**src/fetch_cache_macros.svh**
```systemverilog
`ifndef FETCH_CACHE_MACROS_SVH
`define FETCH_CACHE_MACROS_SVH

// byte address width seen by the sequencer and the wishbone bus
`define ADDR_W 32

// direct mapped, 256 lines of 32 bytes each (8 KiB)
`define LINE_COUNT 256
`define LINE_HW 16

// set index picks one of LINE_COUNT lines
`define INDEX_W $clog2(`LINE_COUNT)

// byte offset inside a line, halfword offset plus the byte bit
`define OFFSET_W ($clog2(`LINE_HW) + 1)

// whatever is left of the address above index and offset
`define TAG_W (`ADDR_W - `INDEX_W - `OFFSET_W)

`endif

```
**src/fetch_cache_pkg.sv**
```systemverilog
`include "fetch_cache_macros.svh"

package fetch_cache_pkg;

   // one delivered instruction, opcode plus the 32 bits that follow it
   typedef struct packed {
      logic [`ADDR_W-1:0] pc;
      logic [15:0]        opcode;
      // halfword at pc+2 in the upper half, pc+4 in the lower half
      logic [31:0]        imm;
      logic [2:0]         len;
   } fetch_bundle_t;

   // wishbone master outputs of the cache
   typedef struct packed {
      logic [`ADDR_W-1:0] adr;
      logic [1:0]         sel;
      logic               cyc;
      logic               stb;
   } wb_req_t;

   // registered answer of the cache to one lookup address
   typedef struct packed {
      logic        hit;
      logic [15:0] opcode;
      logic [31:0] imm;
   } lookup_rsp_t;

   // instruction length in bytes from the opcode alone
   function automatic logic [2:0] insn_len(input logic [15:0] opcode);
      logic [2:0] len;
      // form 2 opcodes are always a single halfword
      if (opcode[15])
         len = 3'd2;
      else
      begin
         case (opcode[14:13])
            2'b00:   len = 3'd2;
            2'b01:   len = 3'd4;
            default: len = 3'd6;
         endcase
      end
      return len;
   endfunction

endpackage

```
**src/fetch_sequencer.sv**
```systemverilog
`timescale 1ns/1ps
`include "fetch_cache_macros.svh"

module fetch_sequencer
   import fetch_cache_pkg::*;
(
   input  logic               clk_i,
   input  logic               rst_i,
   input  logic [`ADDR_W-1:0] reset_pc_i,
   input  logic               redirect_i,
   input  logic [`ADDR_W-1:0] target_i,
   output logic [`ADDR_W-1:0] lookup_adr_o,
   output logic               lookup_stb_o,
   input  lookup_rsp_t        lookup_rsp_i,
   output fetch_bundle_t      bundle_o,
   output logic               bundle_valid_o,
   input  logic               bundle_ready_i
);

   typedef enum logic {
      ST_LOOKUP,
      ST_DELIVER
   } seq_state_t;

   seq_state_t         state_q;
   logic [`ADDR_W-1:0] pc_q;
   logic               stb_q;
   // response this cycle belongs to the current pc
   logic               pend_q;
   fetch_bundle_t      bundle_q;
   logic               take_hit;
   logic               accept;

   // a response only counts if the address was on the bus the cycle before
   assign take_hit = (state_q == ST_LOOKUP) && pend_q && lookup_rsp_i.hit;
   assign accept   = (state_q == ST_DELIVER) && bundle_ready_i;

   always_ff @(posedge clk_i)
   begin
      if (rst_i)
      begin
         state_q <= ST_LOOKUP;
         pc_q    <= reset_pc_i;
         stb_q   <= 1'b0;
         pend_q  <= 1'b0;
      end
      else if (redirect_i)
      begin
         // drop any held bundle and any lookup in flight
         state_q <= ST_LOOKUP;
         pc_q    <= target_i;
         stb_q   <= 1'b1;
         pend_q  <= 1'b0;
      end
      else
      begin
         pend_q <= stb_q && !take_hit;
         if (take_hit)
         begin
            // stop looking up until the bundle is taken
            state_q <= ST_DELIVER;
            stb_q   <= 1'b0;
         end
         else if (accept)
         begin
            state_q <= ST_LOOKUP;
            pc_q    <= pc_q + `ADDR_W'(bundle_q.len);
            stb_q   <= 1'b1;
         end
         else if (state_q == ST_LOOKUP)
            stb_q <= 1'b1;
      end
   end

   // bundle captured on the hit, held unchanged under back-pressure
   always_ff @(posedge clk_i)
   begin
      if (take_hit)
      begin
         bundle_q.pc     <= pc_q;
         bundle_q.opcode <= lookup_rsp_i.opcode;
         bundle_q.imm    <= lookup_rsp_i.imm;
         bundle_q.len    <= insn_len(lookup_rsp_i.opcode);
      end
   end

   // address held stable for as long as stb is up
   assign lookup_adr_o   = pc_q;
   assign lookup_stb_o   = stb_q;
   assign bundle_o       = bundle_q;
   assign bundle_valid_o = (state_q == ST_DELIVER);

endmodule

```
**config.mk**
```make
export PLATFORM = sky130hd
export DESIGN_NAME = fetch_sequencer
export DESIGN_NICKNAME = d
export VERILOG_FILES = /design/src/fetch_cache_pkg.sv /design/src/fetch_sequencer.sv
export VERILOG_INCLUDE_DIRS = /design/src
export SDC_FILE = /design/constraint.sdc
export NUM_CORES = 1
export LEC_CHECK = 0
export BUFFER_PORTS_ARGS = -buffer_cell sky130_fd_sc_hd__buf_2
export CORE_ASPECT_RATIO = 1.2
export CORE_MARGIN = 8
export CORE_UTILIZATION = 46
export DETAILED_ROUTE_END_ITERATION = 8
export GPL_ROUTABILITY_DRIVEN = 0
export PLACE_DENSITY = 0.8
export RECOVER_POWER = 100
export SKIP_LAST_GASP = 1
export SYNTH_ARGS = -nofsm -noshare
export SYNTH_HDL_FRONTEND = slang
export SYNTH_SLANG_ARGS = --single-unit
```
**constraint.sdc**
```tcl
create_clock -name clk_i -period 3.4 [get_ports clk_i]
set_input_delay 0.51 -clock clk_i [delete_from_list [all_inputs] [get_ports clk_i]]
set_output_delay 0.51 -clock clk_i [all_outputs]
set_load 0.05 [all_outputs]
```
# Word level (Yosys, flattened, before mapping)
# Index checks and enable logic that the tools add are counted.
# word_totals
inputBits	117
word_cells	34
out_inout_bits	117
ff_bits	118
# classes
n_addsub	1
n_eq_ne	3
muxes	11
reduce_logical	10
bitwise	1
# op_table
operator	count
2-to-1 mux 32 bit	4
adder 32 x 3 -> 32 bit	1
2-to-1 mux 1 bit	6
one-hot mux 3 bit (2 select lines)	1
logical AND 1 bit	4
!= test 4 x 2 -> 1 bit (second input constant)	1
!= test 3 bit (second input constant)	1
nonzero test 3 bit	1
equality test 2 x 1 -> 1 bit (second input constant)	1
logical NOT 2 bit	1
AND reduction 2 bit	1
nonzero test 2 bit	1
OR reduction 2 bit	1
logical NOT 1 bit	1
inverter 1 bit	1

# Longest topological paths before layout
# depth
word_depth	6
ltp_mapped	8
depth_no_buf	7

# Worst setup path after synthesis
# No wires, ideal clock.
# synth_path
path_kind	reg-to-reg
startpoint	register state_q (netlist: bundle_valid_o)
endpoint	register bundle_q, in the netlist bundle_o[10], enable pin
path_buffers	0
arrival_time_ns	2.368
path_stages_with_launch	3
setup_time_ns	0.436
required_ns	2.964
synth_period_minus_slack_ns	2.804
path_slack_ns	0.596
path_cell_list	dfxtp_1 > nand3b_1 > inv_1
# synth_between
elab_chain_len	3
# synth_lines
item	line_no	source
start: declaration	fetch_sequencer.sv:25	seq_state_t state_q;
start signal: assignment	fetch_sequencer.sv:42	state_q <= ST_LOOKUP;
start signal: assignment	fetch_sequencer.sv:50	state_q <= ST_LOOKUP;
start signal: assignment	fetch_sequencer.sv:61	state_q <= ST_DELIVER;
inverter 1 bit	--	
logical AND 1 bit (2 in a row)	fetch_sequencer.sv:35	assign take_hit = (state_q == ST_LOOKUP) && pend_q && lookup_rsp_i.hit;
net take_hit	fetch_sequencer.sv:31	logic take_hit;
end: declaration	fetch_sequencer.sv:30	fetch_bundle_t bundle_q;
# The timed path passes the listed nets, and every way through them passes these cells.
# A chain may end at the register's enable or synchronous reset.

# Worst setup path after layout
# layout_path
startpoint	register pc_q[2] (netlist: lookup_adr_o[2])
endpoint	register pc_q[28] (netlist: lookup_adr_o[28]), data pin
# layout_between
elab_chain_len	5
# layout_lines
item	line_no	source
start: declaration	fetch_sequencer.sv:26	logic [`ADDR_W-1:0] pc_q;
start signal: assignment	fetch_sequencer.sv:43	pc_q <= reset_pc_i;
start signal: assignment	fetch_sequencer.sv:51	pc_q <= target_i;
start signal: assignment	fetch_sequencer.sv:67	pc_q <= pc_q + `ADDR_W'(bundle_q.len);
adder 32 x 3 -> 32 bit	fetch_sequencer.sv:67	
2-to-1 mux 32 bit	fetch_sequencer.sv:64	else if (accept)
2-to-1 mux 32 bit	fetch_sequencer.sv:58	if (take_hit)
2-to-1 mux 32 bit	fetch_sequencer.sv:47	else if (redirect_i)
2-to-1 mux 32 bit	fetch_sequencer.sv:40	if (rst_i)
# Every way passes these cells. The select of a mux whose other input is x is not followed.

==> impl_metrics.tcl <==
set metrics [dict create \
    fin_skew_ns 0.00707 \
    power.share.sequential_pct 43.8 \
    area_delta_synth_final_pct 33.4 \
    setup_tns_ns 0 \
    io_pins 234 \
    synth.distinct_cells 52 \
    netlist_area_um2 4890 \
    synth_edf_count 114 \
    slew_viol_final 0 \
    required_ns 3.67 \
    critPathKind "reg -> reg" \
    instances_no_fill 705 \
    hpwl_mm 10.9 \
    p_clk_share_pct 44.2 \
    synthMuxAreaShare_pct 1.46 \
    worst_pin_slew_ns 1.35 \
    arrival_ns 2.95 \
    slew_headroom_pct 9.71 \
    start_util_pct 46.9 \
    grt_max_degree 41 \
    io_buffer_count 232 \
    rsz0062_at_grt "no" \
    vias_per_cell 5.20 \
    intPower_mw 2.94 \
    h-tree-depth 4 \
    end_kind "flop" \
    ctsHoldBuffers 0 \
    finalCritPeriodShare_pct 78.8 \
    p_sw_mw 1.05 \
    cts_resized 0 \
    synth_xor_xnor_area_share_pct 4.66 \
    cts_tree "yes" \
    power_mw 3.99 \
    setup_viol 0 \
    cap_viol_max_count 0 \
    yosysWarnings 0 \
    clk_pin_slew_ns 0.06 \
    place_ws_ns 1.04 \
    cts.sinks 117 \
    slowest_stage "nor4_1" \
    placedCellCount 673 \
    final_common_cell "clkbuf_1" \
    path_cells "ha_1, a21o_1, nand4_1, nor4_1, mux2_1, nand2_1" \
    drt_wl_total_mm 14.3 \
    ir_worst_vdd_uv 368 \
    clockBufferDepth 2 \
    dieArea_um2 14200 \
    synth_ff_type "edfxtp_1" \
    synth_top_family_by_area "simple AND/OR/NAND/NOR gates" \
    cts_setup_buffers 0 \
    grt_usage_pct 20.0 \
    rows 41 \
    whs_ns 0.281 \
    pwr-share-comb_pct 12.0 \
    fillers 870 \
    ys_async_sr_fraction_pct 0 \
    crit_fanout 14 \
    finalNetCount 683 \
    drive_gt1_share_pct 26.2 \
    clk_latency_ns 0.40 \
    place_area_um2 6180 \
    wire_per_inst_um 20.3 \
    fin_crit_ns 2.68 \
    hp-class "in -> reg" \
    synth_fp_nets 438 \
    layout_setup_ws_ns 0.722 \
    die_w_um 110 \
    utilization_pct 62.6 \
    cts-root-buf "clkbuf_16" \
    synth-simple-area-share_pct 11.9 \
    grt.overflow.total 0 \
    synth_compound_area_share_pct 7.68 \
    first_pass_iters 4 \
    max_stage_delay_ns 0.65 \
    final_cell_area_um2 6520 \
    multi_input_area_um2 1220 \
    diodes 0 \
    yosysSeqAreaShare_pct 71.3 \
    drc_errors 0 \
    p_per_area_nw_per_um2 613 \
    synth_fa_ha_area_share_pct 0.922 \
    syn_inst 318 \
    finalHoldViolCount 0 \
    leakage_nw 2.36 \
    fmax_mhz 373 \
    regArea_um2 3480 \
    cts_buffers 17 \
    antenna_found_initial 0 \
    synth-seq-cells 117 \
    status "completed" \
    start_kind "flop" \
    avgSynthCellArea_um2 15.4 \
    die_h_um 129 \
    vias 3667 \
    grt_pass1_vias 3879 \
    p_sw_share_pct 26.2 \
    ant_nets 0 \
    final_cell_mix "clkbuf_1 (129), edfxtp_1 (114), buf_2 (110)" \
    grt_pass1_wl_mm 21.1 \
    drt_iter0_markers 225 \
    core_um2 10400 \
]
-- worst max-delay path: cells and delay by family, from the launching register on --
| kind | cells | cell delay, ns |
|---|---|---|
| flops | 1 | 0.45 |
| simple gates | 3 | 1.26 |
| fa+ha+maj | 1 | 0.32 |
| compound gates | 1 | 0.14 |
| mux | 1 | 0.37 |
-- Yosys cell counts, types with 5 or more instances --
master    number  area (um2)
clkbuf_1       5        18.8
a22oi_1       12        90.1
xnor2_1       24         210
o21ai_1       15        75.1
inv_1          6        22.5
a21oi_1       12        60.1
nor4_2         8         100
nand3_1        7        35.0
mux2i_1        6        60.1
nor2_1        11        41.3
o22ai_1        7        43.8
edfxtp_1     114        3420
nand2_1       25        93.8
o21ai_0        8        40.0
-- layout make-up --
| cell class | instances | share of cell area [%] |
|---|---|---|
| Clock buffer | 18 | 6.59 |
| Timing Repair Buffer | 238 | 15.8 |
| Tap cell | 129 | 2.48 |
| Clock inverter | 14 | 2.48 |
| Sequential cell | 117 | 53.5 |
| Multi-Input combinational cell | 182 | 18.8 |
| Inverter | 7 | 0.422 |
-- path summary, 6_finish.rpt --
| kind | slack, ns | startpoint | cells after the start | end |
|---|---|---|---|---|
| worst max-delay path | 0.72 | lookup_adr_o[2] | 6 | lookup_adr_o[28] |
| worst min-delay path | 0.28 | lookup_rsp_i[20] | 1 | bundle_o[23] |
| worst max register to register | 0.72 | lookup_adr_o[2] | 6 | lookup_adr_o[28] |
| worst min register to register | 0.46 | lookup_adr_o[0] | 0 | bundle_o[51] |
-- flip-flops by register name, summed over array words and instances (netlist names) --
register / cells
bundle_o: 82
bundle_valid_o: 1
lookup_adr_o: 32
lookup_stb_o: 1
pend_q: 1
-- per-layer routing --
layer  GRT usage [%]  vias to the layer above  share of wire, %
li1                -                     1728                 -
met1            22.9                     1734                37
met2            32.7                      193                50
met3            8.10                       12                12
met4            7.09                        0               1.0
met5               0                        -                 0
-- power by group through the flow --
stage / sequential (mW) / combinational [mW] / clock (mW)
2_1_floorplan: 1.96 / 0.136 / 0
3_3_place_gp: 1.77 / 0.497 / 0
4_1_cts: 1.75 / 0.508 / 1.79
6_report: 1.75 / 0.478 / 1.77
5_1_grt: 1.76 / 0.512 / 1.85
3_5_place_dp: 1.77 / 0.505 / 0
-- cell families after synthesis --
group	Yosys count
flip-flops	117
AND/OR/NAND/NOR	83
AO/OA/AOI/OAI	62
XOR/XNOR	26
buffers and inverters	19
multiplexers	7
adder cells (fa/ha/maj)	3
other	1
No activity file was read; power rests on OpenSTA's default activity.
